==> config.mk <==
export PLATFORM = sky130hd
export DESIGN_NAME = address_driver_flat
export DESIGN_NICKNAME = d
export VERILOG_FILES = /design/src/logic/cim_aes_pkg.sv /design/src/logic/round_ctl_if.sv /design/src/logic/address_driver.sv /design/src/flat_wrapper.sv
export SDC_FILE = /design/constraint.sdc
export NUM_CORES = 1
export LEC_CHECK = 0
export BUFFER_PORTS_ARGS = -buffer_cell sky130_fd_sc_hd__buf_2
export CAP_MARGIN = 0
export CORE_AREA = 4 4 107 109
export DETAILED_ROUTE_END_ITERATION = 16
export DIE_AREA = 0 0 111 113
export SLEW_MARGIN = 20
export SYNTH_ARGS = -nofsm -noshare
export SYNTH_HDL_FRONTEND = slang
export SYNTH_SLANG_ARGS = --single-unit
==> constraint.sdc <==
create_clock -name vclk -period 3.1
set_clock_uncertainty 0.2 [all_clocks]
set_input_delay 0.62 -clock vclk [all_inputs]
set_output_delay 0.62 -clock vclk [all_outputs]
set_load 0.03 [all_outputs]
==> src/logic/cim_aes_pkg.sv <==
// sizes, counts, state and opcode enums, byte and state types for the cim aes controller
package cim_aes_pkg;

    // ----------------------------------------------------------------------
    // sizes and counts
    // ----------------------------------------------------------------------
    localparam int NUM_BYTES    = 16;
    localparam int NUM_PLANES   = 8;
    // eight slice cycles plus one trailing sample cycle
    localparam int WRITE_CYCLES = 9;
    localparam int LAST_GROUP   = 10;
    localparam int SLICE_W      = 16;

    // ----------------------------------------------------------------------
    // data types
    // ----------------------------------------------------------------------
    typedef logic [7:0] aes_byte_t;

    // byte 0 sits at the most significant end
    typedef aes_byte_t [0:NUM_BYTES-1] aes_state_t;

    typedef logic [SLICE_W-1:0] in_slice_t;
    typedef logic [2:0]         demux_code_t;
    typedef logic [5:0]         row_code_t;

    // 0..8 inside the write phase
    typedef logic [3:0] plane_idx_t;
    // 0..10
    typedef logic [3:0] group_idx_t;

    localparam aes_state_t STATE_RESET = {NUM_BYTES{8'h55}};

    // ----------------------------------------------------------------------
    // FSM phases and mix opcodes
    // ----------------------------------------------------------------------
    typedef enum logic [2:0] {
        PH_IDLE,
        PH_WRITE,
        PH_LOOKUP,
        PH_MIX,
        PH_OUT
    } phase_t;

    typedef enum logic [1:0] {
        MIX_NONE,
        MIX_FULL,
        MIX_SHIFT_ONLY
    } mix_op_t;

endpackage

==> src/logic/round_ctl_if.sv <==
// round control bundle from the sequencer to the datapath modules
interface round_ctl_if import cim_aes_pkg::*; ();

    phase_t     phase;
    plane_idx_t plane_idx;
    group_idx_t group_idx;
    mix_op_t    mix_op;
    // one-cycle strobe, sampled together with en
    logic       start;

    modport ctl (
        output phase,
        output plane_idx,
        output group_idx,
        output mix_op,
        output start
    );

    modport follow (
        input phase,
        input plane_idx,
        input group_idx,
        input mix_op,
        input start
    );

endinterface

==> src/logic/address_driver.sv <==
// per-lane column demux and row decoder address generation
module address_driver import cim_aes_pkg::*; (
    round_ctl_if.follow ctl,
    input  aes_byte_t   bytes       [NUM_BYTES],
    output demux_code_t demux_add   [NUM_BYTES],
    output row_code_t   rwl_dec_add [NUM_BYTES]
);

    demux_code_t group_demux;
    row_code_t   group_row;

    // four groups per row, columns 111 down to 100
    assign group_demux = {1'b1, ~ctl.group_idx[1:0]};
    assign group_row   = {4'b0000, ctl.group_idx[3:2]};

    // ----------------------------------------------------------------------
    // lane mux
    // ----------------------------------------------------------------------
    always_comb begin
        for (int i = 0; i < NUM_BYTES; i++) begin
            case (ctl.phase)
                PH_WRITE: begin
                    demux_add[i]   = group_demux;
                    rwl_dec_add[i] = group_row;
                end
                PH_LOOKUP: begin
                    // sbox address is the key-added byte itself
                    demux_add[i]   = {1'b0, bytes[i][7:6]};
                    rwl_dec_add[i] = bytes[i][5:0];
                end
                default: begin
                    demux_add[i]   = '0;
                    rwl_dec_add[i] = '0;
                end
            endcase
        end
    end

endmodule

==> src/flat_wrapper.sv <==
// flat-port wrapper written by rule: the top's interface ports become plain ports
module address_driver_flat import cim_aes_pkg::*;
  (bytes, demux_add, rwl_dec_add, ctl_phase, ctl_plane_idx, ctl_group_idx, ctl_mix_op, ctl_start);
  round_ctl_if ctl_i ();
  input  aes_byte_t bytes[NUM_BYTES];
  output demux_code_t demux_add[NUM_BYTES];
  output row_code_t rwl_dec_add[NUM_BYTES];
  input wire logic [$bits(ctl_i.phase)-1:0] ctl_phase;
  input wire logic [$bits(ctl_i.plane_idx)-1:0] ctl_plane_idx;
  input wire logic [$bits(ctl_i.group_idx)-1:0] ctl_group_idx;
  input wire logic [$bits(ctl_i.mix_op)-1:0] ctl_mix_op;
  input wire logic [$bits(ctl_i.start)-1:0] ctl_start;
  assign ctl_i.phase = ctl_phase;
  assign ctl_i.plane_idx = ctl_plane_idx;
  assign ctl_i.group_idx = ctl_group_idx;
  assign ctl_i.mix_op = ctl_mix_op;
  assign ctl_i.start = ctl_start;
  address_driver u_core (.ctl(ctl_i), .bytes(bytes), .demux_add(demux_add), .rwl_dec_add(rwl_dec_add));
endmodule
# == Word level (Yosys, flattened, before mapping) ==
# Index checks and enable logic that the tools add are counted.
# totals
register_bits,0
latchBits,0
ram_bits,0
romBits,0
input_bits,142
out_inout_bits,144
word_cells,35
memories,0
# classes
addsub,0
multipliers,0
n_div,0
n_lt_le_gt_ge,0
n_eq_ne,2
n_shift,0
muxes,32
n_bitwise,1
reduce_logical,0
# ops
cell,n
$pmux W6 S2,16
$pmux W3 S2,16
$eq A3 B1 Y1 const B,1
$eq A3 B2 Y1 const B,1
$not A2 Y2,1

# == Logic depth before layout (Yosys ltp) ==
# logic_depth
word_depth,2
mapped_depth,4
depth_no_buf,2

# == Worst setup path before layout ==
# Ideal clock, no wire load.
# synth_path
path_type,input -> output
from,in ctl_phase[2]
to,out demux_add[11] (netlist bit)
t_arrival_ns,2.669
t_required_ns,2.280
slack_ns,-0.389
cell_stages,3
path_buffers,2
path_cell_list,clkbuf_1 nor3b_1 buf_4
# synth_rtl
element,line_no,source
from (decl),flat_wrapper.sv:8,input wire logic [$bits(ctl_i.phase)-1:0] ctl_phase;
to (decl),flat_wrapper.sv:6,output demux_code_t demux_add[NUM_BYTES];

==> reports/results.ini <==
[critical_path]
cp.required_ns = 2.28
worst-path-max-fanout = 18
path_buf_inv = 2
end_kind = output port
path_cells = buf_2, or4b_4, o21ai_0, buf_2
cp_slowest_cell = or4b_4
crit_arrival_ns = 1.90
slowest_delay_ns = 0.68
critPathTopFamily = simple AND/OR/NAND/NOR gates
cp_common_cell = buf_2
worstSetupPathType = in2out
startpoint_type = input pin

[power_and_ir_drop]
p_total_w = 0.000407
p_sw_frac = 0.626
clkPwrFrac = 0
intPower_w = 0.000152
sequentialPowerShare = 0
p_comb_frac = 1.000
p_leak_nw = 1.79
powerDensity_mw_per_mm2 = 144
switching_power_w = 0.000254
ir_drop_mv = 0.0566

[detailed_routing]
drt-initial-drc-count = 88
firstDrtPassIters = 4
routedWlPerCell_um = 13.4
via_count = 2391
via_per_inst = 3.83
ant_nets = 0
drc = 0
wirelength_mm = 8.34

[yosys]
yosysTopAreaCell = nand2b_1
syn-instance-count = 238
ys.warnings.count = 0
ys_types = 12
yosys-top-cells-count = 65 x nand2b_1, 64 x and2_1, 62 x o21ai_0
syn_area_per_cell_sq_um = 5.93
syn-cell-area_sq_mm = 0.00141
synthTopCellsByArea = nand2b_1 29%, and2_1 28%, o21ai_0 22%
seq_area_frac_synth = 0
synth_top_area_frac = 0.288
yosysMostFrequentCell = nand2b_1
synth_fp_nets = 380

[timing]
finalHoldViolCount = 0
setup_viol = 0
worst_pin_slew_ns = 0.661
final.setup.tns_ns = 0
rsz0062_at_grt = false
relSlewSlack = 0.557
min_period_ns = 2.72
drv_slew = 0
period_share = 0.876
fmax_mhz = 368

[worst_hold_path]
hold_path.class = in2out
hold_depth = 3
holdPathEnd = rwl_dec_add[14]
min_from = bytes[18]

[layout]
drive_gt1_frac = 0.599
multi_input_area_sq_mm = 0.00121
area_delta_synth_final_pct = 100
final_nets = 628
nFillCells = 1233
nClkBuffers = 0
ff_latch_area_sq_um = 0
seq_cells = 0
antenna_cells = 0
final_util = 0.267

[global_route]
grt_pass1_wl_mm = 12.1
track_usage = 0.115
antenna_found_initial = 0
grt_overflow = 0
grt_pass1_vias = 2183
grt_max_degree = 65

[die]
initial_utilization = 0.133
coreArea_sq_mm = 0.0106
ios = 286
dieArea_sq_mm = 0.0125
num_rows = 38
fp.dieW_um = 111
die_h_um = 113

[placed_design]
globalplace.congestion = 0.741
hpwl_mm = 6.87
numPortBuffers = 279

[clocking]
cts_resized = 0
postCtsSetupBuffers = 0
ctsHoldBuffers = 0

[status]
status = finished clean

[job]
max_cap_viol_count = 0

[cell families (layout without fill, tap and decap cells)]
kind of cell    Yosys count  count (layout)  share of synthesized area
simple gates            135             135                      0.621
buf+inv                  39             285                      0.152
compound gates           64              64                      0.227
[tightest hold or removal path: stages]
cell and delay (ns):
buf_2 0.07, and2_1 0.10, buf_2 0.18
[metal layers]
layer / part of all wire / routed length, um / vias to the layer above / GRT usage
li1: - / - / 1242 / -
met1: 0.43 / 3610 / 1049 / 0.163
met2: 0.49 / 4060 / 100 / 0.193
met3: 0.080 / 670 / 0 / 0.0257
met4: 0 / 0 / 0 / 0
met5: 0 / 0 / - / 0
[worst max-delay path by stage]
stage	startpoint	end	slack, ns	depth (start not counted)
2_1_floorplan	ctl_phase[2]	demux_add[11]	0.34	3
3_3_place_gp	ctl_phase[2]	demux_add[33]	0.35	4
3_5_place_dp	ctl_phase[2]	demux_add[33]	0.35	4
4_1_cts	ctl_phase[2]	demux_add[33]	0.35	4
5_1_grt	ctl_phase[0]	rwl_dec_add[30]	0.29	5
6_report	ctl_phase[2]	demux_add[33]	0.38	4
[cells in the final DEF, fill, tap and decap left out]
cell / count
or4b_4: 2
o21ai_0: 62
nand4bb_1: 2
o21ai_1: 2
nand2b_1: 64
nand2b_2: 1
buf_4: 6
nor3b_4: 1
nor3b_2: 1
buf_2: 279
and2_1: 64
[power by group through the flow]
stage | clock network (W) | registers, W | logic [W]
finish | 0 | 0 | 0.000407
global route | 0 | 0 | 0.000440
CTS | 0 | 0 | 0.000412
detailed placement | 0 | 0 | 0.000410
global placement | 0 | 0 | 0.000410
floorplan | 0 | 0 | 0.000250
[cell type report]
cell class / instances / area share
Timing Repair Buffer: 285 / 0.510
Tap cell: 140 / 0.0619
Multi-Input combinational cell: 199 / 0.428
[through the flow]
step / setup slack (ns) / instances / instance area [sq um] / hold slack [ns]
finish: 0.384 / 624 / 2830 / 1.39
global route: 0.293 / 624 / 2830 / 1.40
CTS: 0.349 / 624 / 2830 / 1.39
detailed placement: 0.352 / 624 / 2830 / 1.39
global placement: 0.355 / 624 / 2830 / 1.39
floorplan: 0.342 / 238 / 1420 / 1.16
(Power assumes the default switching activity.)
