File: src/logic/cim_aes_pkg.sv
// sizes, counts, state and opcode enums, byte and state types for the cim aes controller
package cim_aes_pkg;

    // ----------------------------------------------------------------------
    // sizes and counts
    // ----------------------------------------------------------------------
    localparam int NUM_BYTES    = 16;
    localparam int NUM_PLANES   = 8;
    // eight slice cycles plus one trailing sample cycle
    localparam int WRITE_CYCLES = 9;
    localparam int LAST_GROUP   = 10;
    localparam int SLICE_W      = 16;

    // ----------------------------------------------------------------------
    // data types
    // ----------------------------------------------------------------------
    typedef logic [7:0] aes_byte_t;

    // byte 0 sits at the most significant end
    typedef aes_byte_t [0:NUM_BYTES-1] aes_state_t;

    typedef logic [SLICE_W-1:0] in_slice_t;
    typedef logic [2:0]         demux_code_t;
    typedef logic [5:0]         row_code_t;

    // 0..8 inside the write phase
    typedef logic [3:0] plane_idx_t;
    // 0..10
    typedef logic [3:0] group_idx_t;

    localparam aes_state_t STATE_RESET = {NUM_BYTES{8'h55}};

    // ----------------------------------------------------------------------
    // FSM phases and mix opcodes
    // ----------------------------------------------------------------------
    typedef enum logic [2:0] {
        PH_IDLE,
        PH_WRITE,
        PH_LOOKUP,
        PH_MIX,
        PH_OUT
    } phase_t;

    typedef enum logic [1:0] {
        MIX_NONE,
        MIX_FULL,
        MIX_SHIFT_ONLY
    } mix_op_t;

endpackage

File: src/logic/round_ctl_if.sv
// round control bundle from the sequencer to the datapath modules
interface round_ctl_if import cim_aes_pkg::*; ();

    phase_t     phase;
    plane_idx_t plane_idx;
    group_idx_t group_idx;
    mix_op_t    mix_op;
    // one-cycle strobe, sampled together with en
    logic       start;

    modport ctl (
        output phase,
        output plane_idx,
        output group_idx,
        output mix_op,
        output start
    );

    modport follow (
        input phase,
        input plane_idx,
        input group_idx,
        input mix_op,
        input start
    );

endinterface

File: src/logic/plane_gather.sv
// bit-plane to byte transposition buffer and final dout register
module plane_gather import cim_aes_pkg::*; (
    input  logic        CLK,
    input  logic        rst,
    input  logic        en,
    round_ctl_if.follow ctl,
    input  aes_byte_t   rio   [NUM_BYTES],
    output aes_byte_t   bytes [NUM_BYTES],
    output aes_state_t  dout
);

    aes_state_t gather_q;
    logic [2:0] plane;
    logic [2:0] bit_sel;
    logic       capture;

    // plane k is on rio one cycle after its slice went out
    assign capture = (ctl.phase == PH_WRITE) && (ctl.plane_idx != '0);
    assign plane   = 3'(ctl.plane_idx - 1'b1);
    assign bit_sel = 3'd7 - plane;

    // ----------------------------------------------------------------------
    // transposition
    // ----------------------------------------------------------------------
    // lanes 0..7 fill byte 2k and lanes 8..15 fill byte 2k+1
    always_ff @(posedge CLK or posedge rst) begin
        if (rst) begin
            gather_q <= '0;
        end else if (en) begin
            if (capture) begin
                for (int j = 0; j < NUM_BYTES / 2; j++) begin
                    gather_q[2*plane][j]     <= rio[j][bit_sel];
                    gather_q[2*plane + 1][j] <= rio[NUM_BYTES / 2 + j][bit_sel];
                end
            end else if (ctl.phase != PH_WRITE) begin
                gather_q <= '0;
            end
        end
    end

    // result of the last key add leaves on the final lookup
    always_ff @(posedge CLK or posedge rst) begin
        if (rst) begin
            dout <= '0;
        end else if (en && (ctl.phase == PH_LOOKUP)
                     && (ctl.group_idx == group_idx_t'(LAST_GROUP))) begin
            dout <= gather_q;
        end
    end

    always_comb begin
        for (int i = 0; i < NUM_BYTES; i++) begin
            bytes[i] = gather_q[i];
        end
    end

    // no stale plane is left when a group starts writing
    a_no_plane_at_zero: assert property (@(posedge CLK) disable iff (rst)
        ((ctl.phase == PH_WRITE) && (ctl.plane_idx == '0)) |-> (gather_q == '0));

endmodule

File: src/flat_wrapper.sv
// flat-port wrapper written by rule: the top's interface ports become plain ports
module plane_gather_flat import cim_aes_pkg::*;
  (CLK, rst, en, rio, bytes, dout, ctl_phase, ctl_plane_idx, ctl_group_idx, ctl_mix_op, ctl_start);
  round_ctl_if ctl_i ();
  input  logic CLK;
  input  logic rst;
  input  logic en;
  input  aes_byte_t rio[NUM_BYTES];
  output aes_byte_t bytes[NUM_BYTES];
  output aes_state_t dout;
  input wire logic [$bits(ctl_i.phase)-1:0] ctl_phase;
  input wire logic [$bits(ctl_i.plane_idx)-1:0] ctl_plane_idx;
  input wire logic [$bits(ctl_i.group_idx)-1:0] ctl_group_idx;
  input wire logic [$bits(ctl_i.mix_op)-1:0] ctl_mix_op;
  input wire logic [$bits(ctl_i.start)-1:0] ctl_start;
  assign ctl_i.phase = ctl_phase;
  assign ctl_i.plane_idx = ctl_plane_idx;
  assign ctl_i.group_idx = ctl_group_idx;
  assign ctl_i.mix_op = ctl_mix_op;
  assign ctl_i.start = ctl_start;
  plane_gather u_core (.CLK(CLK), .rst(rst), .en(en), .ctl(ctl_i), .rio(rio), .bytes(bytes), .dout(dout));
endmodule
File: config.mk
export PLATFORM = sky130hd
export DESIGN_NAME = plane_gather_flat
export DESIGN_NICKNAME = d
export VERILOG_FILES = /design/src/logic/cim_aes_pkg.sv /design/src/logic/round_ctl_if.sv /design/src/logic/plane_gather.sv /design/src/flat_wrapper.sv
export SDC_FILE = /design/constraint.sdc
export NUM_CORES = 1
export LEC_CHECK = 0
export BUFFER_PORTS_ARGS = -buffer_cell sky130_fd_sc_hd__buf_4
export CAP_MARGIN = 20
export CORE_MARGIN = 3
export CORE_UTILIZATION = 30
export DETAILED_ROUTE_END_ITERATION = 7
export HOLD_SLACK_MARGIN = 0.02
export SLEW_MARGIN = 25
export SYNTH_ARGS = -nofsm -noshare
export SYNTH_HDL_FRONTEND = slang
export SYNTH_SLANG_ARGS = --single-unit
File: constraint.sdc
create_clock -name CLK -period 10.6 [get_ports CLK]
set_input_delay 2.12 -clock CLK [delete_from_list [all_inputs] [get_ports CLK]]
set_output_delay 2.12 -clock CLK [all_outputs]
set_load 0.03 [all_outputs]
-- Yosys cells after proc, flatten, opt, wreduce, memory -nomap -nowiden
Index checks and enable logic that the tools add are counted.
- $add $sub $neg: 3
- order comparisons: 5
- equality and inequality tests: 4
- muxes and demuxes: 82
- bitwise logic cells: 2
- reduce and logical (&&, ||, !) cells: 8
- operators with widths (operator ; count):
    $bwmux 128 ; 16
    $demux 8 s4 ; 16
    $mux 128 ; 2
    $ge 33x5->1 const B ; 2
    $lt 33x1->1 const B ; 2
    $bmux 1 s3 ; 16
    $not 32->33 ; 1
    $not 4->33 ; 1
    $mux 1 ; 18
    $mux 8 ; 2
    $mux 7 ; 2
    $mux 6 ; 2
    $mux 5 ; 2
    $mux 4 ; 2
    $mux 3 ; 2
    $add 4x1->5 const B ; 1
    $logic_and 1x1->1 ; 5
    $eq 4x4->1 const B ; 1
    $lt 3x4->1 const B ; 1
    $mux 2 ; 2
    $reduce_bool 4->1 ; 1
    $eq 3x1->1 const B ; 1
    $eq 3x2->1 const B ; 1
    $ne 3x1->1 const B ; 1
    other kinds (4) ; 4
- bits in registers: 256
- input port bits: 145
- output and inout bits: 256
- logic and storage cells: 136

-- Depth between registers and ports, before layout
Gate-level depths: netlist of run 1.
- depth in word-level cells: 23
- gate-level depth with buffers: 11
- depth with buffers taken out: 5

-- Worst setup path before layout of run 1
OpenSTA, ideal clock, no wires.
- path kind: in2reg
- start point: input ctl_plane_idx[0]
- end point: register u_core.gather_q, in the netlist u_core.bytes[32]
- library setup time: 122 ps
- arrival: 4349 ps
- required time: 10478 ps
- setup slack: 6129 ps
- cell stages on the path: 10
- buffers on the path: 6
- path through: buf_2 clkbuf_1 clkbuf_1 inv_1 ha_1 buf_2 clkbuf_1 nand4_2 buf_2 a32o_1
- longest elaborated chain between the ends: 23
- elaborated cells between the ends (all ways): 82
- classes of those cells: add/sub: 3; order compare: 4; mux: 67; bitwise: 2; reduce/logical: 6
- RTL lines (element ; RTL line ; RTL):
    start, declared ; flat_wrapper.sv:12 ; input wire logic [$bits(ctl_i.plane_idx)-1:0] ctl_plane_idx;
    $sub 3x1->3 ; plane_gather.sv:19 ; assign plane = 3'(ctl.plane_idx - 1'b1);
    $add 4x1->5 / $not 4->33 (equally long branches) ; plane_gather.sv:33, plane_gather.sv:32 ;
    $not 32->33 (implied by the code), or another cell as far along ; plane_gather.sv:33 ; gather_q[2*plane + 1][j] <= rio[NUM_BYTES / 2 + j][bit_sel];
    $ge 33x5->1 (implied by the code), or another cell as far along ; plane_gather.sv:33 ;
    $logic_and 1x1->1 (implied by the code) / $mux 1 (equally long branches) ; plane_gather.sv:33, plane_gather.sv:32 ;
    $mux 1 (implied by the code) / $demux 8 s4 (equally long branches) ; plane_gather.sv:33, plane_gather.sv:32 ;
    $demux 8 s4 / $bwmux 128 (equally long branches) ; plane_gather.sv:33, plane_gather.sv:32 ;
    $bwmux 128 ; plane_gather.sv:33 ;
    [7 not listed] ; n/a ;
    $bwmux 128 ; plane_gather.sv:33 ;
    $bwmux 128 ; plane_gather.sv:32 ; gather_q[2*plane][j] <= rio[j][bit_sel];
    $bwmux 128 ; plane_gather.sv:33 ;
    $bwmux 128 ; plane_gather.sv:32 ;
    $bwmux 128 ; plane_gather.sv:33 ;
    $bwmux 128 ; plane_gather.sv:32 ;
    $bwmux 128 ; plane_gather.sv:33 ;
    $mux 128 ; plane_gather.sv:30 ; if (capture) begin
    end signal, assigned by index ; plane_gather.sv:32 ;
    end signal, assigned by index ; plane_gather.sv:33 ;
    end, declared ; plane_gather.sv:12 ; aes_state_t gather_q;
Several ways; a longest one is shown, not always the timed one. The select of a mux whose other input is x is not followed.
A chain may end at the register's enable or synchronous reset.

-- Final worst setup path of run 1
- start point: input ctl_plane_idx[0]
- end point: register u_core.gather_q, in the netlist u_core.bytes[33]
- longest elaborated chain between the ends: 21
- elaborated cells between the ends (all ways): 82
- classes of those cells: add/sub: 3; order compare: 4; mux: 67; bitwise: 2; reduce/logical: 6
- RTL lines (element ; RTL line):
    $sub 3x1->3 ; plane_gather.sv:19
    $add 4x1->5, or another cell as far along ; plane_gather.sv:33
    $not 32->33 (implied by the code), or another cell as far along ; plane_gather.sv:33
    $ge 33x5->1 (implied by the code), or another cell as far along ; plane_gather.sv:33
    $logic_and 1x1->1 (implied by the code), or another cell as far along ; plane_gather.sv:33
    $mux 2 (implied by the code), or another cell as far along ; plane_gather.sv:33
    $demux 8 s4 / $bwmux 128 (equally long branches) ; plane_gather.sv:33, plane_gather.sv:32
    $bwmux 128 ; plane_gather.sv:33
    [5 not listed] ; n/a
    $bwmux 128 ; plane_gather.sv:33
    $bwmux 128 ; plane_gather.sv:32
    $bwmux 128 ; plane_gather.sv:33
    $bwmux 128 ; plane_gather.sv:32
    $bwmux 128 ; plane_gather.sv:33
    $bwmux 128 ; plane_gather.sv:32
    $bwmux 128 ; plane_gather.sv:33
    $mux 128 ; plane_gather.sv:30
Several ways; a longest one is shown, not always the timed one. The select of a mux whose other input is x is not followed.

==> impl_metrics.csv, run 1 <==
group,metric,value,unit
synth,avgSynthCellArea,13.98,sq um
finish,area_delta_synth_final,40.54,%
grt,grt_pass1_vias,8752,
setup_path,arrival,5250,ps
floorplanning,dieArea,38630,sq um
synth,synth.distinct_cells,44,
synth,synthTopCellsByArea,"dfrtp_1 (59%), mux2_2 (13%), a32o_1 (4.5%), nor2b_1 (2.8%), a2111oi_0 (2.5%)",
synth,synthesis.area,10890,sq um
place,place_area,14240,sq um
clock_network,cts_tree,"built",
clock_network,cts_max_level,1,
setup_path,critPathCaptureType,"flip-flop",
grt,antenna_found_initial,1,
floorplanning,start_util,30.55,%
timing,min_period,4752,ps
place,globalplace.congestion,0.7542,
detailed_routing,via_per_inst,5.092,
timing,fmax,210.4,MHz
place,dp_cells,1582,
floorplanning,core_area,35660,sq um
job,maxCapViolations,0,
detailed_routing,drc,0,
finish,final_util,42.93,%
timing,min_period_over_period,44.83,%
floorplanning,fp.dieH,196.5,microns
clock_network,cts_resized,0,
synth,seq_area_frac_synth,58.82,%
detailed_routing,antenna_left,0,
synth,synthCells,779,
detailed_routing,drt-total-wl,35850,microns
power_and_ir_drop,leakage,7.681,nW
synth,yosys.area.top_type_share,58.82,%
clock_network,clk_pin_slew_worst_paths,60,ps
synth,yosys.cell_count.top_type,"dfrtp_1",
grt,grt_usage,17.72,%
power_and_ir_drop,ir_drop,0.0001118,V
clock_network,clock_path_buffers,3,
floorplanning,die_w,196.5,microns
synth,yosys.area.top_type,"dfrtp_1",
finish,drive_above_1_share,52.21,%
timing,final-setup-viol-count,0,
grt,overflow,0,
synth,synth_edf_count,0,
synth,yosysWarnings,0,
clock_network,cts_sinks,256,
timing,rsz0062_at_grt,"no",
timing,slew_headroom,27.68,%
clock_network,root_buffer,"clkbuf_16",
clock_network,cts_hold_buf,0,
clock_network,cts_buffers,29,
timing,fin_setup_tns,0,ps
finish,design_area,15310,sq um
power_and_ir_drop,power_density,148.2,nW/um^2
grt,grt_pass1_wl,54210,microns
detailed_routing,dr.first_iter.drc_count,372,
timing,finalHoldViolations,0,
status,status,"completed",
clock_network,worstSkewPairLatency,550,ps
synth,synth_seq_cells,256,
finish,stdcell_count,1639,
setup_path,crit_required,11090,ps
setup_path,worstSetupPathType,"input port to flip-flop",
detailed_routing,drt_first_pass_iters,4,
min_path,hold_class,"flip-flop to flip-flop",
place,hpwlAfterDp,24840,microns
floorplanning,io_pins,401,
timing,final_max_slew_viol_count,0,
synth,synth_ff_type,"dfrtp_1",
setup_path,critPathMaxFanout,56,
clock_network,postCtsSetupRepairBufs,0,
synth,syn-num-nets,925,
detailed_routing,wl_per_cell,21.87,microns
timing,tightest_slew,1077,ps
setup_path,start_kind,"input port",
timing,fin_worst_skew,14.16,ps
place,numPortBuffers,397,
detailed_routing,vias,8346,
synth,async_flop_share,100.0,%
grt,grt_max_degree,128,
floorplanning,row_count,69,
finish,nets,1300,
synth,synthTopCellsByCount,"dfrtp_1 (256), mux2_2 (128), a32o_1 (49), nor2b_1 (49), buf_2 (33)",
[cell families (layout without fill, tap and decap cells)]
family	after synthesis	count (layout)	share of synthesized area, %
DFF	256	256	58.82
buffers and inverters	89	486	3.860
muxes	128	128	13.23
other	0	2	0
adders and majority gates	1	1	0.1149
xor gates and xnor gates	2	2	0.5055
and+or+nand+nor	121	121	7.616
AOI/OAI and AO/OA	182	182	15.85
[where the power goes]
part / total [W] / internal (W) / switching [W]
Combinational: 0.000194 / 0.0000735 / 0.000120
Clock: 0.00108 / 0.000665 / 0.000418
Sequential: 0.000992 / 0.000985 / 0.00000672
Total: 0.00227 / 0.00172 / 0.000546
[layer usage]
metal | track usage (%) | up-vias | part of all wire, %
met5 | 0 | - | 0
met2 | 29.66 | 300 | 48
met4 | 5.492 | 0 | 2.9
met3 | 4.051 | 58 | 6.8
li1 | - | 3745 | -
met1 | 23.01 | 4243 | 42
[worst max-delay path: stages]
cell and delay (ps):
buf_4 90, inv_1 120, ha_2 340, buf_4 550
clkinv_1 820, nor4_4 830, buf_6 230, a32o_1 130
[placed cells by master, fill, tap and decap left out, types with 2 or more instances in the layout]
cell	instances
clkbuf_8	6
nor2b_1	49
a2111oi_0	31
clkinv_2	6
a2111o_1	15
a2bb2o_1	2
a22oi_2	2
a32o_1	49
nand2b_1	16
mux2_2	128
nor4_4	3
inv_1	19
o2bb2ai_1	31
clkinv_4	2
clkbuf_16	29
a22o_1	30
o32ai_1	16
clkbuf_1	3
and3b_1	2
nand4_2	3
bufinv_16	5
dfrtp_1	256
nand4_1	15
buf_4	407
diode_2	2
nand2_1	18
nor4bb_1	2
buf_6	5
nand2_4	2
[stage by stage]
step           setup WS, ps  power (W)  hold WS (ps)
3_3_place_gp           5053   0.001204         488.8
2_1_floorplan          1438   0.001116         684.4
6_report               5848   0.002269         504.6
3_5_place_dp           5029   0.001205         495.3
4_1_cts                5648   0.002303         508.8
5_1_grt                5621   0.002359         517.8
[state kept, by name, indices dropped and copies added (netlist names)]
name          count
u_core.dout     128
u_core.bytes    128
[layout make-up]
class,count,area (sq um)
fill,3308,20350
tap,461,576.8
multi-input combinational,434,4088
clock buffer,38,819.5
clock inverter,15,214.0
inverter,21,86.33
timing repair buffer,412,3112
antenna,2,5.005
sequential,256,6406
[worst paths after layout]
path                                   from  slack, ps  depth (start not counted)          endpoint
setup / recovery           ctl_plane_idx[0]       5850                          8  u_core.bytes[33]
hold / removal              u_core.dout[27]        500                          1   u_core.dout[27]
setup reg to reg           u_core.bytes[24]       9750                          2  u_core.bytes[24]
hold reg to reg             u_core.dout[27]        500                          1   u_core.dout[27]
max in group asynchronous               rst       7560                          3  u_core.bytes[16]
min in group asynchronous               rst       1750                          2  u_core.dout[104]
No activity file was read; power rests on OpenSTA's default activity.
==> run 2, diff against run 1 <==
clock period = 4.5 ns   (was 10.6 ns; I/O delays follow)
==> run 2 against run 1 <==
Against the previous run:
- power up 140%
- via count hardly changed
- hold slack lost 17 ps
- routed wire length is 0.59% lower
- core utilization grew 0.22 points
- clock-buffer cell count decreased by 1
- global-route usage grew 0.11 points
- sequential power grew 140%
- critical path type unchanged
- critical endpoint is now u_core.bytes[87]
==> impl_metrics.csv, run 2 (synthesis gave the netlist of run 1 again) <==
group,metric,value,unit
status,status,"completed",
power_and_ir_drop,swShare,23.55,%
detailed_routing,wl_per_cell,21.72,microns
floorplanning,io_pins,401,
timing,final-setup-viol-count,0,
clock_network,cts_buffers,29,
power_and_ir_drop,power.clock.fraction,48.4,%
detailed_routing,antenna_left,0,
timing,whs,487.6,ps
floorplanning,core_area,35660,sq um
setup_path,startpoint,"ctl_plane_idx[0]",
timing,fmax,345.8,MHz
timing,min_period_over_period,64.27,%
floorplanning,dieArea,38630,sq um
detailed_routing,dr.first_iter.drc_count,347,
finish,mostFrequentLayoutCell,"buf_4",
setup_path,slowest_delay,710,ps
finish,multiInputGateArea,4088,sq um
setup_path,critPathMaxFanout,24,
setup_path,worstSetupPathType,"input port to flip-flop",
job,maxCapViolations,0,
timing,slew_headroom,33.14,%
finish,antenna_cells,0,
detailed_routing,drc,0,
clock_network,cts_resized,0,
floorplanning,die_w,196.5,microns
place,globalplace.congestion,0.7795,
place,hpwlAfterDp,25130,microns
finish,area_delta_synth_final,41.25,%
setup_path,cp_common_cell,"buf_4",
power_and_ir_drop,leakage,7.719,nW
detailed_routing,highest_layer,"met4",
grt,grt_max_degree,148,
detailed_routing,drt_first_pass_iters,5,
grt,overflow,0,
grt,antenna_found_initial,0,
power_and_ir_drop,power_density,352.7,nW/um^2
detailed_routing,wl_met2,17430,microns
clock_network,cts_max_level,1,
clock_network,cts_hold_buf,0,
setup_path,start_kind,"input port",
floorplanning,row_count,69,
timing,fin_setup_tns,0,ps
setup_path,crit_buf_inv,3,
power_and_ir_drop,ir_drop,0.0002874,V
detailed_routing,via_per_inst,5.084,
clock_network,clk_pin_slew_worst_paths,60,ps
detailed_routing,routed-wl-met3,2763,microns
setup_path,arrival,3380,ps
clock_network,worstSkewPairLatency,550,ps
grt,grt_usage,17.83,%
finish,design_area,15380,sq um
place,place_area,14290,sq um
finish,final_cell_mix,"buf_4 (411), dfrtp_1 (256), mux2_2 (128)",
place,numPortBuffers,397,
grt,grt_pass1_vias,8725,
detailed_routing,drt-total-wl,35640,microns
timing,tightest_slew,995.5,ps
power_and_ir_drop,power.switching,0.001278,W
setup_path,critPathCaptureType,"flip-flop",
timing,min_period,2892,ps
setup_path,path_delay_family,"compound AO/OA/AOI/OAI gates",
finish,num-fill-cells,3364,
setup_path,r2r_start,"u_core.bytes[29]",
grt,grt_pass1_wl,54720,microns
setup_path,worstPathCellList,"buf_4, inv_1, ha_2, buf_4, and3b_1, a22oi_2, a2bb2o_1",
clock_network,cts_tree,"built",
floorplanning,fp.dieH,196.5,microns
power_and_ir_drop,p_comb_share,8.5,%
power_and_ir_drop,seq_power_share,43.1,%
clock_network,clock_path_buffers,3,
detailed_routing,vias,8343,
detailed_routing,met1Wirelength,14830,microns
power_and_ir_drop,total_power,0.005426,W
finish,seqCellArea,6406,sq um
timing,final_max_slew_viol_count,0,
finish,nets,1304,
setup_path,slowest_stage,"a22oi_2",
floorplanning,start_util,30.55,%
min_path,hold_class,"input port to asynchronous set/reset pin",
clock_network,postCtsSetupRepairBufs,0,
timing,finalHoldViolations,0,
power_and_ir_drop,internal_power,0.004149,W
clock_network,cts_sinks,256,
clock_network,root_buffer,"clkbuf_16",
finish,drive_above_1_share,52.29,%
timing,fin_worst_skew,12.71,ps
setup_path,crit_required,4980,ps
timing,rsz0062_at_grt,"no",
[run 2: changes by cell type in the layout (fill, tap and decap cells not counted)]
cell        change
buf_12          +3
buf_4           +4
buf_6           -4
bufinv_16       +2
clkbuf_1        +1
clkbuf_8        -1
clkinv_4        -2
clkinvlp_4      +1
diode_2         -2
inv_6           +1
inv_8           -1
[run 2: through the flow]
| step | util [%] | worst slack [ps] | std cells |
|---|---|---|---|
| final | 43.15 | 1608 | 1641 |
| after global routing | 43.15 | 1416 | 1641 |
| after CTS | 43.06 | 1579 | 1639 |
| after detailed placement | 40.09 | 959.6 | 1586 |
| after global placement | 40.09 | 1024 | 1586 |
| after floorplan | - | 228.4 | 779 |
[run 2: cell type report]
type,instances,area share [%]
clock buffer,37,5.172
timing repair buffer,416,20.61
sequential,256,41.64
inverter,21,0.5368
clock inverter,16,1.724
multi-input combinational,434,26.57
tap,461,3.749
[run 2: worst reg2reg max path, cell delays in order (launching register included)]
cell,delay [ps]
dfrtp_1,380
inv_1,50
o32ai_1,310
[run 2: power groups by stage]
stage          combinational (W)  clock (W)  sequential (W)
2_1_floorplan           0.000219          0         0.00241
3_3_place_gp            0.000464          0         0.00238
3_5_place_dp            0.000469          0         0.00238
4_1_cts                 0.000470    0.00270         0.00234
5_1_grt                 0.000506    0.00279         0.00234
6_report                0.000464    0.00263         0.00234
[run 2: worst paths after layout]
check	to	slack (ps)	depth (start not counted)
max reg2reg	u_core.bytes[29]	3650	2
min	u_core.dout[47]	490	3
min reg2reg	u_core.dout[7]	510	1
min in group CLK	u_core.dout[7]	510	1
max	u_core.bytes[87]	1610	7
max in group asynchronous	u_core.dout[74]	3250	3
[run 2: metal layers]
| layer | GRT usage, % | vias to the layer above |
|---|---|---|
| li1 | - | 3754 |
| met1 | 23.17 | 4228 |
| met2 | 30.36 | 318 |
| met3 | 4.684 | 43 |
| met4 | 3.486 | 0 |
| met5 | 0 | - |
