## src/logic/cim_aes_pkg.sv

```systemverilog
// sizes, counts, state and opcode enums, byte and state types for the cim aes controller
package cim_aes_pkg;

    // ----------------------------------------------------------------------
    // sizes and counts
    // ----------------------------------------------------------------------
    localparam int NUM_BYTES    = 16;
    localparam int NUM_PLANES   = 8;
    // eight slice cycles plus one trailing sample cycle
    localparam int WRITE_CYCLES = 9;
    localparam int LAST_GROUP   = 10;
    localparam int SLICE_W      = 16;

    // ----------------------------------------------------------------------
    // data types
    // ----------------------------------------------------------------------
    typedef logic [7:0] aes_byte_t;

    // byte 0 sits at the most significant end
    typedef aes_byte_t [0:NUM_BYTES-1] aes_state_t;

    typedef logic [SLICE_W-1:0] in_slice_t;
    typedef logic [2:0]         demux_code_t;
    typedef logic [5:0]         row_code_t;

    // 0..8 inside the write phase
    typedef logic [3:0] plane_idx_t;
    // 0..10
    typedef logic [3:0] group_idx_t;

    localparam aes_state_t STATE_RESET = {NUM_BYTES{8'h55}};

    // ----------------------------------------------------------------------
    // FSM phases and mix opcodes
    // ----------------------------------------------------------------------
    typedef enum logic [2:0] {
        PH_IDLE,
        PH_WRITE,
        PH_LOOKUP,
        PH_MIX,
        PH_OUT
    } phase_t;

    typedef enum logic [1:0] {
        MIX_NONE,
        MIX_FULL,
        MIX_SHIFT_ONLY
    } mix_op_t;

endpackage

```

## src/logic/round_ctl_if.sv

```systemverilog
// round control bundle from the sequencer to the datapath modules
interface round_ctl_if import cim_aes_pkg::*; ();

    phase_t     phase;
    plane_idx_t plane_idx;
    group_idx_t group_idx;
    mix_op_t    mix_op;
    // one-cycle strobe, sampled together with en
    logic       start;

    modport ctl (
        output phase,
        output plane_idx,
        output group_idx,
        output mix_op,
        output start
    );

    modport follow (
        input phase,
        input plane_idx,
        input group_idx,
        input mix_op,
        input start
    );

endinterface

```

## src/logic/round_sequencer.sv

```systemverilog
// round sequencer with phase FSM, plane and group counters, mix opcode and status outputs
module round_sequencer import cim_aes_pkg::*; (
    input  logic     CLK,
    input  logic     rst,
    input  logic     en,
    input  logic     kd_rdy,
    round_ctl_if.ctl ctl,
    output logic     kvld,
    output logic     bsy,
    output logic     dvld,
    output logic     write_sel
);

    phase_t     phase_q;
    plane_idx_t plane_q;
    group_idx_t group_q;
    mix_op_t    mix_op;
    logic       start;
    logic       last_plane;
    logic       last_group;
    logic       dvld_q;

    // kd_rdy only counts while idle
    assign start      = en && kd_rdy && (phase_q == PH_IDLE);
    assign last_plane = (plane_q == plane_idx_t'(WRITE_CYCLES - 1));
    assign last_group = (group_q == group_idx_t'(LAST_GROUP));

    // ----------------------------------------------------------------------
    // phase FSM and counters
    // ----------------------------------------------------------------------
    always_ff @(posedge CLK or posedge rst) begin
        if (rst) begin
            phase_q <= PH_IDLE;
            plane_q <= '0;
            group_q <= '0;
        end else if (en) begin
            case (phase_q)
                PH_IDLE: begin
                    if (start) begin
                        phase_q <= PH_WRITE;
                        plane_q <= '0;
                        group_q <= '0;
                    end
                end
                PH_WRITE: begin
                    if (last_plane) begin
                        phase_q <= PH_LOOKUP;
                        plane_q <= '0;
                    end else begin
                        plane_q <= plane_q + 1'b1;
                    end
                end
                PH_LOOKUP: begin
                    phase_q <= last_group ? PH_OUT : PH_MIX;
                end
                PH_MIX: begin
                    group_q <= group_q + 1'b1;
                    phase_q <= PH_WRITE;
                end
                PH_OUT: begin
                    phase_q <= PH_IDLE;
                end
                default: begin
                    phase_q <= PH_IDLE;
                end
            endcase
        end
    end

    // group 0 is the plain key add and group 10 skips mixcolumns
    always_comb begin
        if (group_q == '0) begin
            mix_op = MIX_NONE;
        end else if (last_group) begin
            mix_op = MIX_SHIFT_ONLY;
        end else begin
            mix_op = MIX_FULL;
        end
    end

    // ----------------------------------------------------------------------
    // status outputs
    // ----------------------------------------------------------------------
    always_ff @(posedge CLK or posedge rst) begin
        if (rst) begin
            kvld   <= 1'b0;
            bsy    <= 1'b0;
            dvld_q <= 1'b0;
        end else if (en) begin
            kvld   <= kd_rdy;
            dvld_q <= (phase_q == PH_LOOKUP) && last_group;
            if (start) begin
                bsy <= 1'b1;
            end else if (phase_q == PH_OUT) begin
                bsy <= 1'b0;
            end
        end
    end

    // pulse is held through a stall and shown once en returns
    assign dvld      = dvld_q && en;
    assign write_sel = (phase_q == PH_WRITE);

    assign ctl.phase     = phase_q;
    assign ctl.plane_idx = plane_q;
    assign ctl.group_idx = group_q;
    assign ctl.mix_op    = mix_op;
    assign ctl.start     = start;

    a_plane_cleared: assert property (@(posedge CLK) disable iff (rst)
        (phase_q != PH_WRITE) |-> (plane_q == '0));

    a_dvld_after_last: assert property (@(posedge CLK) disable iff (rst)
        dvld_q |-> ((phase_q == PH_OUT) && last_group));

endmodule

```

## src/flat_wrapper.sv

```systemverilog
// flat-port wrapper written by rule: the top's interface ports become plain ports
module round_sequencer_flat import cim_aes_pkg::*;
  (CLK, rst, en, kd_rdy, kvld, bsy, dvld, write_sel, ctl_phase, ctl_plane_idx, ctl_group_idx, ctl_mix_op, ctl_start);
  round_ctl_if ctl_i ();
  input  logic CLK;
  input  logic rst;
  input  logic en;
  input  logic kd_rdy;
  output logic kvld;
  output logic bsy;
  output logic dvld;
  output logic write_sel;
  output wire logic [$bits(ctl_i.phase)-1:0] ctl_phase;
  output wire logic [$bits(ctl_i.plane_idx)-1:0] ctl_plane_idx;
  output wire logic [$bits(ctl_i.group_idx)-1:0] ctl_group_idx;
  output wire logic [$bits(ctl_i.mix_op)-1:0] ctl_mix_op;
  output wire logic [$bits(ctl_i.start)-1:0] ctl_start;
  assign ctl_phase = ctl_i.phase;
  assign ctl_plane_idx = ctl_i.plane_idx;
  assign ctl_group_idx = ctl_i.group_idx;
  assign ctl_mix_op = ctl_i.mix_op;
  assign ctl_start = ctl_i.start;
  round_sequencer u_core (.CLK(CLK), .rst(rst), .en(en), .kd_rdy(kd_rdy), .ctl(ctl_i), .kvld(kvld), .bsy(bsy), .dvld(dvld), .write_sel(write_sel));
endmodule
```

## config.mk

```make
export PLATFORM = sky130hd
export DESIGN_NAME = round_sequencer_flat
export DESIGN_NICKNAME = d
export VERILOG_FILES = /design/src/logic/cim_aes_pkg.sv /design/src/logic/round_ctl_if.sv /design/src/logic/round_sequencer.sv /design/src/flat_wrapper.sv
export SDC_FILE = /design/constraint.sdc
export NUM_CORES = 1
export LEC_CHECK = 0
export BUFFER_PORTS_ARGS = -buffer_cell sky130_fd_sc_hd__clkbuf_2
export CORE_MARGIN = 10
export CORE_UTILIZATION = 54
export CTS_BUF_LIST = sky130_fd_sc_hd__clkbuf_8
export CTS_CLUSTER_SIZE = 12
export DETAILED_ROUTE_END_ITERATION = 7
export PLACE_DENSITY_LB_ADDON = 0.3
export SYNTH_ARGS = -nofsm -noshare
export SYNTH_HDL_FRONTEND = slang
export SYNTH_SLANG_ARGS = --single-unit
```

## constraint.sdc

```tcl
create_clock -name CLK -period 1.5 [get_ports CLK]
set_input_delay 0.075 -clock CLK [delete_from_list [all_inputs] [get_ports CLK]]
set_output_delay 0.075 -clock CLK [all_outputs]
set_load 0.02 [all_outputs]
```

# ---- Word level (Yosys, flattened, before mapping)
# Index checks and enable logic that the tools add are counted.
dict set report word_totals {
  elab_cells 41
  input_bits 4
  output_inout_bits 18
  reg_bits 14
}
dict set report op_classes {
  addsub 2
  n_reduce_logical 13
  n_eq_ne 8
  muxes 12
}
# cell n
set ops {}
lappend ops {{case mux 4 bit (2 select lines)} 2}
lappend ops {{case mux 3 bit (4 select lines)} 1}
lappend ops {{2-to-1 mux 3 bit} 3}
lappend ops {{AND reduction 3 bit} 3}
lappend ops {{adder 4 x 1 -> 4 bit, second input constant} 2}
lappend ops {{equality test 4 bit, second input constant} 2}
lappend ops {{2-to-1 mux 4 bit} 2}
lappend ops {{equality test 3 x 2 -> 1 bit, second input constant} 2}
lappend ops {{nonzero test 2 bit} 3}
lappend ops {{logical AND 1 bit} 4}
lappend ops {{zero test 4 bit} 1}
lappend ops {{2-to-1 mux 2 bit} 2}
lappend ops {{equality test 3 x 1 -> 1 bit, second input constant} 1}
lappend ops {{equality test 3 bit, second input constant} 1}
lappend ops {{zero test 3 bit} 1}
lappend ops {{2-to-1 mux 1 bit} 2}
lappend ops {{inequality test 2 x 1 -> 1 bit, second input constant} 1}
lappend ops {{inequality test 2 bit, second input constant} 1}
lappend ops {{AND reduction 2 bit} 1}

# ---- Depth between registers and ports, before layout
# Gate-level depths: netlist of run 1.
dict set report depth {
  ltp_word 4
  mapped_depth 6
  mapped_depth_nobuf 6
}

# ---- Worst setup path after synthesis of run 1
# OpenSTA, ideal clock, no wires.
dict set report synth_timing {
  kind {reg2reg}
  start {register u_core.phase_q[2] (netlist: u_core.ctl.phase[2])}
  end {register u_core.phase_q[0] (netlist: u_core.ctl.phase[0])}
  required_ps 1379
  stages_incl_launch_ff 5
  t_arrival_ps 1400
  period_less_slack_ps 1521
  setup_ps 121
  n_path_buf 1
  path_slack_ps -21
  path_cell_list {dfrtp_1 -> buf_2 -> nor3b_4 -> a221oi_1 -> o22a_1}
}
dict set report synth_via {
  word_cells_on_any_way 9
  classes_between {eq/ne (5); mux (1); reduce/logical (3)}
}
# item line_no
set synth_rtl {}
lappend synth_rtl {{start: declaration} round_sequencer.sv:14} ;# phase_t phase_q;
lappend synth_rtl {{start signal: assignment} round_sequencer.sv:54} ;# phase_q <= last_group ? PH_OUT : PH_MIX;
lappend synth_rtl {{equality test 3 x 1 -> 1 bit *} -}
lappend synth_rtl {{via write_sel} flat_wrapper.sv:12} ;# output logic write_sel;
lappend synth_rtl {{inequality test 2 x 1 -> 1 bit (no source line)} -}
lappend synth_rtl {{AND reduction 3 bit (no source line)} -}
# The timed path passes the listed nets; every way through them passes the cells marked *.
# A chain may end at the register's enable or synchronous reset.

# ---- Worst setup path after layout of run 1
dict set report layout_timing {
  start {register u_core.phase_q[2] (netlist: u_core.ctl.phase[2])}
  end {output ctl_start}
}
dict set report layout_via {
  elab_chain_cells 2
}
# item line_no
set layout_rtl {}
lappend layout_rtl {{zero test 3 bit} round_sequencer.sv:24} ;# assign start = en && kd_rdy && (phase_q == PH_IDLE);
lappend layout_rtl {{logical AND 1 bit} round_sequencer.sv:24}
lappend layout_rtl {{end: declaration} flat_wrapper.sv:17} ;# output wire logic [$bits(ctl_i.start)-1:0] ctl_start;
# No other way between the ends.

==> results of run 1 <==
metal layers:
| metal | share of wire [%] | track usage [%] |
|---|---|---|
| met1 | 43 | 14.3 |
| met2 | 49 | 18.0 |
| met3 | 6.9 | 4.18 |
| met4 | 0.92 | 5.64 |
| met5 | 0 | 0 |
sequential cells by signal, indices dropped and copies added, names as in the netlist:
name	count
u_core.bsy	1
u_core.ctl.group_idx	4
u_core.ctl.phase	3
u_core.ctl.plane_idx	4
u_core.dvld_q	1
u_core.kvld	1
area by class of cell:
| class | count | area, µm² | share of cell area [%] |
|---|---|---|---|
| clock buffer | 4 | 55.1 | 4.92 |
| inverter | 15 | 56.3 | 5.03 |
| multi-input combinational | 59 | 477 | 42.6 |
| sequential | 14 | 355 | 31.8 |
| tap | 16 | 20.0 | 1.79 |
| timing repair buffer | 27 | 155 | 13.9 |
power groups by stage:
stage	clock [mW]	combinational (mW)	sequential (mW)
floorplan	0	0.633	0.725
global placement	0	0.966	0.633
detailed placement	0	0.993	0.642
CTS	0.371	1.09	0.598
global route	0.381	1.24	0.635
finish	0.364	1.13	0.610
cells by family after synthesis:
group           synth area share, %
flops                          39.2
simple gates                   18.9
fa+ha+maj                      7.00
compound gates                 20.4
buf+inv                        9.66
mux                            4.76
through the flow:
| stage | setup TNS, ns | hold slack, ns |
|---|---|---|
| 2_1_floorplan | 0 | -0.0358 |
| 3_3_place_gp | 0 | 0.125 |
| 3_5_place_dp | 0 | 0.123 |
| 4_1_cts | 0 | 0.153 |
| 5_1_grt | -0.00166 | 0.173 |
| 6_report | 0 | 0.165 |
synth_stat cells, types with 3 or more instances:
library cell,count
buf_2,3
o22ai_1,3
dfrtp_1,14
ha_1,5
inv_1,15
nor2b_1,3
nand3_1,4
nor2_1,3
nand2_1,6
o21ai_0,4
final timing paths:
check                                                      from                                   to  slack, ns  depth (start not counted)
worst max-delay path            u_core.ctl.phase[2]$_DFFE_PP0P_                            ctl_start       0.02                          3
worst min-delay path                                     kd_rdy              u_core.kvld$_DFFE_PP0P_       0.17                          2
worst max register to register  u_core.ctl.phase[0]$_DFFE_PP0P_  u_core.ctl.plane_idx[2]$_DFFE_PP0P_       0.09                          4
worst min register to register          u_core.kvld$_DFFE_PP0P_              u_core.kvld$_DFFE_PP0P_       0.52                          1
max in group asynchronous                                   rst      u_core.ctl.phase[1]$_DFFE_PP0P_       0.72                          3
min in group asynchronous                                   rst  u_core.ctl.group_idx[2]$_DFFE_PP0P_       0.39                          3
cells in the final DEF, fill, tap and decap left out, types with 2 or more instances in the layout:
cell	netlist	routed
a311oi_1	2	2
a221oi_2	1	2
inv_1	15	13
nor2b_1	3	3
a31oi_1	2	2
nand3b_1	2	2
buf_4	2	6
buf_2	3	2
ha_1	5	5
o22ai_1	3	3
dfrtp_1	14	10
o21ai_0	4	4
nand2_1	6	6
mux2i_1	2	2
dfrtp_2	0	4
nand4b_1	2	2
clkbuf_2	0	18
clkbuf_8	0	4
inv_2	0	2
nor2_1	3	3
nand3_1	4	4
mux2_2	2	2
worst max-delay path: stages (launching register included):
cell and delay [ns]:
dfrtp_1 0.49, nand2b_2 0.33, nor2_1 0.16, buf_2 0.18
timing repair:
item	CTS	global route
endpoints found under the hold margin	14	0
setup buffers	3	0
setup endpoints to repair	3	5
gates resized for setup	1	11
pin swaps	0	1
hold buffers	1	0
==> results.yml, run 1 <==
synth:
  synth_area_per_cell_um2: 9.61
  synthArstFlopShare_pct: 100
  synth-edff-count: 0
  yosysSeqAreaShare_pct: 39.2
  post-synth-top-area-cell: "dfrtp_1"
  yosysWarnings: 0
  synth.distinct_cells: 35
  synth.ff_latch_count: 14
  syn_inst: 93
  syn_nets: 102
  syn_area_um2: 893
  yosysTopAreaCellShare_pct: 39.2
  synth_ff_type: "dfrtp_1"
  synth_area_leaders: "dfrtp_1 (39%), ha_1 (7.0%), inv_1 (6.3%)"
power_and_ir_drop:
  seq_power_share_pct: 29.0
  pwr-share-comb_pct: 53.8
  p_leak_nw: 0.514
  power.total_mw: 2.11
  switching_share_pct: 43.2
  internal_power_mw: 1.20
  irDropWorstVdd_mv: 1.25
  powerDensity_nw_per_um2: 1880
  p_sw_uw: 911
  pwr-share-clk_pct: 17.3
critical_path:
  critPathArrivalTime_ns: 1.40
  end_kind: "primary output"
  required_ns: 1.42
  crit_fanout: 8
  critical_path_class: "flop to primary output"
  critPathLaunchType: "flop"
drt:
  dr.pass1.iters: 4
  routed_wl_mm: 2.06
  avgViaCountPerCell: 5.68
  wl_per_cell_um: 15.3
  drc_errors: 0
  drt-initial-drc-count: 23
  ant_nets: 0
  num_vias: 767
timing:
  hold_violations: 0
  worst_slew_pin_slew_ns: 0.534
  slew_violations: 0
  finalSetupViolations: 0
  skew_ns: 0.00248
  layout_setup_ws_ns: 0.0205
  fmax_mhz: 676
  period_share_pct: 98.6
  min_period_ns: 1.48
  slew_headroom_pct: 64.3
placed_design:
  placedCellCount: 127
  place.gp.congestion: 0.826
  io_buffer_count: 21
  dp_hpwl_mm: 1.56
  place_area_um2: 1010
  dp_slack_ns: 0.0760
grt:
  grt_usage_pct: 11.7
  grt_pass1_wl_mm: 3.39
  grt_max_degree: 15
  overflow: 0
  grt_pass1_vias: 769
  antenna_found_initial: 0
clocking:
  cts_sinks: 14
  cts_buffers: 3
  cts_root_buf: "clkbuf_8"
  clockBufferDepth: 2
  h-tree-depth: 1
  clk_pin_slew_ns: 0.06
  cts_tree: "built"
  clock_latency_ns: 0.24
floorplan:
  die_area_um2: 3680
  die_x_um: 60.7
  rows: 14
  coreArea_um2: 1540
  ioPinCount: 22
  fp.dieH_um: 60.7
  start_util_pct: 58.0
cells_and_area:
  final_cell_area_um2: 1120
  diodes: 0
  nFillCells: 122
  final_nets: 129
  drive_gt1_share_pct: 39.5
  final_core_util_pct: 72.6
  fin_cells: 135
  syn2layout_area_growth_pct: 25.2
flow_run:
  cap_violations: 0
worst_hold_path:
  hold_class: "primary input to flop"
outcome:
  outcome: "finished, final reports clean"
(Power assumes the default switching activity.)
==> run 2: changes to the inputs <==
Settings changed: CORE_UTILIZATION 54 to 45.
==> results.yml, run 2 (synthesized netlist as in run 1, its figures left out) <==
drt:
  dr.pass1.iters: 4
  drt-initial-drc-count: 20
  avgViaCountPerCell: 5.15
  num_vias: 778
  ant_nets: 0
  wl_per_cell_um: 14.0
  drc_errors: 0
  routed_wl_mm: 2.11
floorplan:
  die_area_um2: 4170
  coreArea_um2: 1920
  rows: 16
  start_util_pct: 46.5
  die_x_um: 64.6
  fp.dieH_um: 64.6
  ioPinCount: 22
clocking:
  clk_pin_slew_ns: 0.05
  clock_latency_ns: 0.25
  cts_root_buf: "clkbuf_8"
  cts_tree: "built"
  cts_buffers: 3
  clockBufferDepth: 2
  cts_sinks: 14
  h-tree-depth: 1
power_and_ir_drop:
  irDropWorstVdd_mv: 0.935
  seq_power_share_pct: 27.3
  power.total_mw: 2.17
  p_leak_nw: 0.538
  internal_power_mw: 1.26
  pwr-share-clk_pct: 16.7
  powerDensity_nw_per_um2: 1850
  p_sw_uw: 915
  switching_share_pct: 42.2
  pwr-share-comb_pct: 55.9
timing:
  hold_violations: 0
  fmax_mhz: 689
  finalSetupViolations: 0
  layout_setup_ws_ns: 0.0481
  slew_headroom_pct: 65.4
  slew_violations: 0
  skew_ns: 0.000382
  hold_ws_ns: 0.172
  worst_slew_pin_slew_ns: 0.518
  period_share_pct: 96.8
  rsz0062_at_grt: "true"
  setup_tns_ns: 0
  min_period_ns: 1.45
grt:
  grt_pass1_wl_mm: 3.40
  grt_pass1_vias: 740
  antenna_found_initial: 0
  grt_usage_pct: 10.1
  overflow: 0
  grt_max_degree: 15
critical_path:
  crit_path_start: "u_core.ctl.phase[1]$_DFFE_PP0P_"
  worstReg2RegStart: "u_core.ctl.plane_idx[0]$_DFFE_PP0P_"
  critPathArrivalTime_ns: 1.38
  r2r_cells: 6
  path_buf_inv: 1
  crit_fanout: 6
  end_kind: "primary output"
  critical_path_class: "flop to primary output"
  path_cells: "or3b_4 > nor2_4 > buf_6"
  critPathLaunchType: "flop"
  cp.depth: 3
  slowest_stage: "or3b_4"
  slowest_delay_ns: 0.45
  required_ns: 1.42
  crit_family: "simple AND/OR/NAND/NOR gates"
worst_hold_path:
  hold_class: "primary input to flop"
  hp-start: "kd_rdy"
  min_path_cells: 2
cells_and_area:
  multiInputGateArea_um2: 473
  final_nets: 134
  final_core_util_pct: 60.9
  fin_cells: 151
  syn2layout_area_growth_pct: 31.1
  final_cell_area_um2: 1170
  nFillCells: 179
  final_common_cell: "clkbuf_2"
  seq_area_um2: 354
  diodes: 0
  drive_gt1_share_pct: 40.3
  layout_common_cells: "clkbuf_2 (18), inv_1 (13), buf_4 (11), dfrtp_1 (11), nand2_1 (6)"
placed_design:
  place.gp.congestion: 0.752
  io_buffer_count: 21
  placedCellCount: 140
  dp_slack_ns: 0.0445
  dp_hpwl_mm: 1.57
  place_area_um2: 1040
outcome:
  outcome: "finished, final reports clean"
flow_run:
  cap_violations: 0
run 2: final cells by class:
class                           instances  share of cell area, %
Timing Repair Buffer                   32                   17.0
Sequential cell                        14                   30.2
Inverter                               15                   4.81
Clock buffer                            4                   4.70
Multi-Input combinational cell         59                   40.4
Tap cell                               27                   2.88
run 2: routing by layer:
layer / global-route usage, % / part of all wire [%] / vias to the layer above
li1: - / - / 390
met1: 11.1 / 42 / 364
met4: 4.81 / 1.5 / 0
met2: 16.6 / 51 / 20
met3: 4.12 / 5.7 / 4
met5: 0 / 0 / -
run 2: path summary, 6_finish.rpt:
| path | endpoint | slack, ns |
|---|---|---|
| worst max register to register | u_core.ctl.plane_idx[2]$_DFFE_PP0P_ | 0.08 |
| worst min register to register | u_core.kvld$_DFFE_PP0P_ | 0.52 |
| worst max-delay path | ctl_start | 0.05 |
| max in group asynchronous | u_core.ctl.phase[0]$_DFFE_PP0P_ | 0.73 |
| worst min-delay path | u_core.kvld$_DFFE_PP0P_ | 0.17 |
| min in group asynchronous | u_core.ctl.group_idx[3]$_DFFE_PP0P_ | 0.39 |
run 2: what timing repair did:
item,CTS,global route
buffers inserted,3,3
hold buffers,1,0
endpoints found under the hold margin,14,0
pin swaps,0,1
endpoints found under the setup margin,2,4
gates resized for setup,5,8
run 2: power groups by stage:
stage          Sequential (mW)  Clock, mW  Combinational, mW
5_1_grt                  0.608      0.390               1.35
3_5_place_dp             0.623          0               1.07
6_report                 0.593      0.363               1.21
3_3_place_gp             0.618          0               1.03
4_1_cts                  0.587      0.371               1.17
2_1_floorplan            0.725          0              0.633
==> run 3: changes to the inputs <==
Settings changed: CORE_ASPECT_RATIO set to 0.7.
==> results.yml, run 3 (synthesized netlist as in run 1, its figures left out) <==
outcome:
  outcome: "finished, final reports clean"
grt:
  grt_pass1_wl_mm: 3.44
  grt_usage_pct: 10.5
  grt_max_degree: 15
  overflow: 0
  grt_pass1_vias: 704
  antenna_found_initial: 0
timing:
  rsz0062_at_grt: "false"
  min_period_ns: 1.46
  hold_violations: 0
  worst_slew_pin_slew_ns: 0.539
  finalSetupViolations: 0
  fmax_mhz: 685
  skew_ns: 0.00572
  slew_headroom_pct: 64.0
  layout_setup_ws_ns: 0.0400
  period_share_pct: 97.3
  slew_violations: 0
critical_path:
  critical_path_class: "flop to primary output"
  critPathArrivalTime_ns: 1.38
  crit_fanout: 7
  slowest_delay_ns: 0.46
  end_kind: "primary output"
  required_ns: 1.42
  path_buf_inv: 1
  crit_family: "simple AND/OR/NAND/NOR gates"
  slowest_stage: "dfrtp_2"
  path_cells: "or3b_4 > nor2_4 > buf_6"
  critPathLaunchType: "flop"
drt:
  ant_nets: 0
  num_vias: 777
  drt-initial-drc-count: 29
  routed_wl_mm: 2.10
  dr.pass1.iters: 4
  avgViaCountPerCell: 5.32
  drc_errors: 0
  wl_per_cell_um: 14.4
floorplan:
  coreArea_um2: 1870
  die_x_um: 73.3
  die_area_um2: 4200
  rows: 13
  start_util_pct: 47.8
  ioPinCount: 22
  fp.dieH_um: 57.3
placed_design:
  dp_slack_ns: 0.106
  dp_hpwl_mm: 1.59
  io_buffer_count: 21
  place.gp.congestion: 0.845
power_and_ir_drop:
  powerDensity_nw_per_um2: 1890
  pwr-share-comb_pct: 56.3
  pwr-share-clk_pct: 16.8
  seq_power_share_pct: 26.9
  p_leak_nw: 0.541
  irDropWorstVdd_mv: 1.13
  p_sw_uw: 937
  switching_share_pct: 42.3
  internal_power_mw: 1.28
  power.total_mw: 2.22
cells_and_area:
  diodes: 0
  final_nets: 134
  layout_common_cells: "clkbuf_2 (19), inv_1 (15), dfrtp_1 (11)"
  nFillCells: 147
  final_common_cell: "clkbuf_2"
  syn2layout_area_growth_pct: 31.4
  drive_gt1_share_pct: 38.7
  seq_area_um2: 354
  final_core_util_pct: 62.7
  multiInputGateArea_um2: 478
clocking:
  cts_tree: "built"
  cts_buffers: 3
  cts_sinks: 14
  h-tree-depth: 1
  clock_latency_ns: 0.25
  clk_pin_slew_ns: 0.06
  cts_root_buf: "clkbuf_8"
  clockBufferDepth: 2
worst_hold_path:
  hold_class: "primary input to flop"
flow_run:
  cap_violations: 0
[run 3: changes by cell type in the layout (fill, tap and decap cells not counted), sizes merged]
cell and delta:
clkbuf +1, buf -1
[run 3: path summary, 6_finish.rpt]
path / end / depth (start not counted) / startpoint / slack [ns]
setup / recovery: ctl_start / 3 / u_core.ctl.phase[1]$_DFFE_PP0P_ / 0.04
hold / removal: u_core.kvld$_DFFE_PP0P_ / 2 / kd_rdy / 0.16
setup reg to reg: u_core.ctl.phase[0]$_DFFE_PP0P_ / 4 / u_core.ctl.phase[0]$_DFFE_PP0P_ / 0.07
hold reg to reg: u_core.kvld$_DFFE_PP0P_ / 1 / u_core.kvld$_DFFE_PP0P_ / 0.51
max in group asynchronous: u_core.ctl.phase[0]$_DFFE_PP0P_ / 3 / rst / 0.72
min in group asynchronous: u_core.ctl.group_idx[0]$_DFFE_PP0P_ / 3 / rst / 0.39
[run 3: metal layers]
metal	global-route usage, %	routed length [µm]	up-vias
li1	-	-	385
met1	15.0	1050	363
met2	12.5	839	23
met3	5.53	189	6
met4	4.05	29	0
met5	0	0	-
[run 3: through the flow]
| step | hold slack [ns] | setup TNS (ns) | instances | area (µm²) |
|---|---|---|---|---|
| after CTS | 0.157 | -0.00773 | 143 | 1130 |
| after global placement | 0.127 | 0 | 135 | 1030 |
| after detailed placement | 0.130 | 0 | 135 | 1030 |
| after global routing | 0.164 | 0 | 146 | 1170 |
| final | 0.163 | 0 | 146 | 1170 |
| after floorplan | -0.0358 | 0 | 93 | 901 |
[run 3: power groups by stage]
stage / clock, mW / combinational [mW] / sequential (mW)
CTS: 0.383 / 1.15 / 0.602
global placement: 0 / 1.02 / 0.635
finish: 0.373 / 1.25 / 0.595
floorplan: 0 / 0.633 / 0.725
global route: 0.397 / 1.38 / 0.612
detailed placement: 0 / 1.04 / 0.638
[run 3: worst register-to-register path, cell delays in order, from the launching register on]
cell and delay, ns:
dfrtp_2 0.43, buf_4 0.17, o41ai_2 0.44, a221oi_2 0.06, o22a_1 0.22
[run 3: area by class of cell]
cell class | instances | share of cell area, %
clock buffer | 4 | 4.69
inverter | 15 | 4.80
multi-input combinational | 59 | 40.7
sequential | 14 | 30.2
tap | 22 | 2.35
timing repair buffer | 32 | 17.3
[run 3: repair_timing]
action | CTS | global route
hold buffers | 1 | 0
buffers inserted | 3 | 3
pin swaps | 0 | 2
hold endpoints to repair | 14 | 0
resized for setup | 3 | 9
setup endpoints to repair | 2 | 5
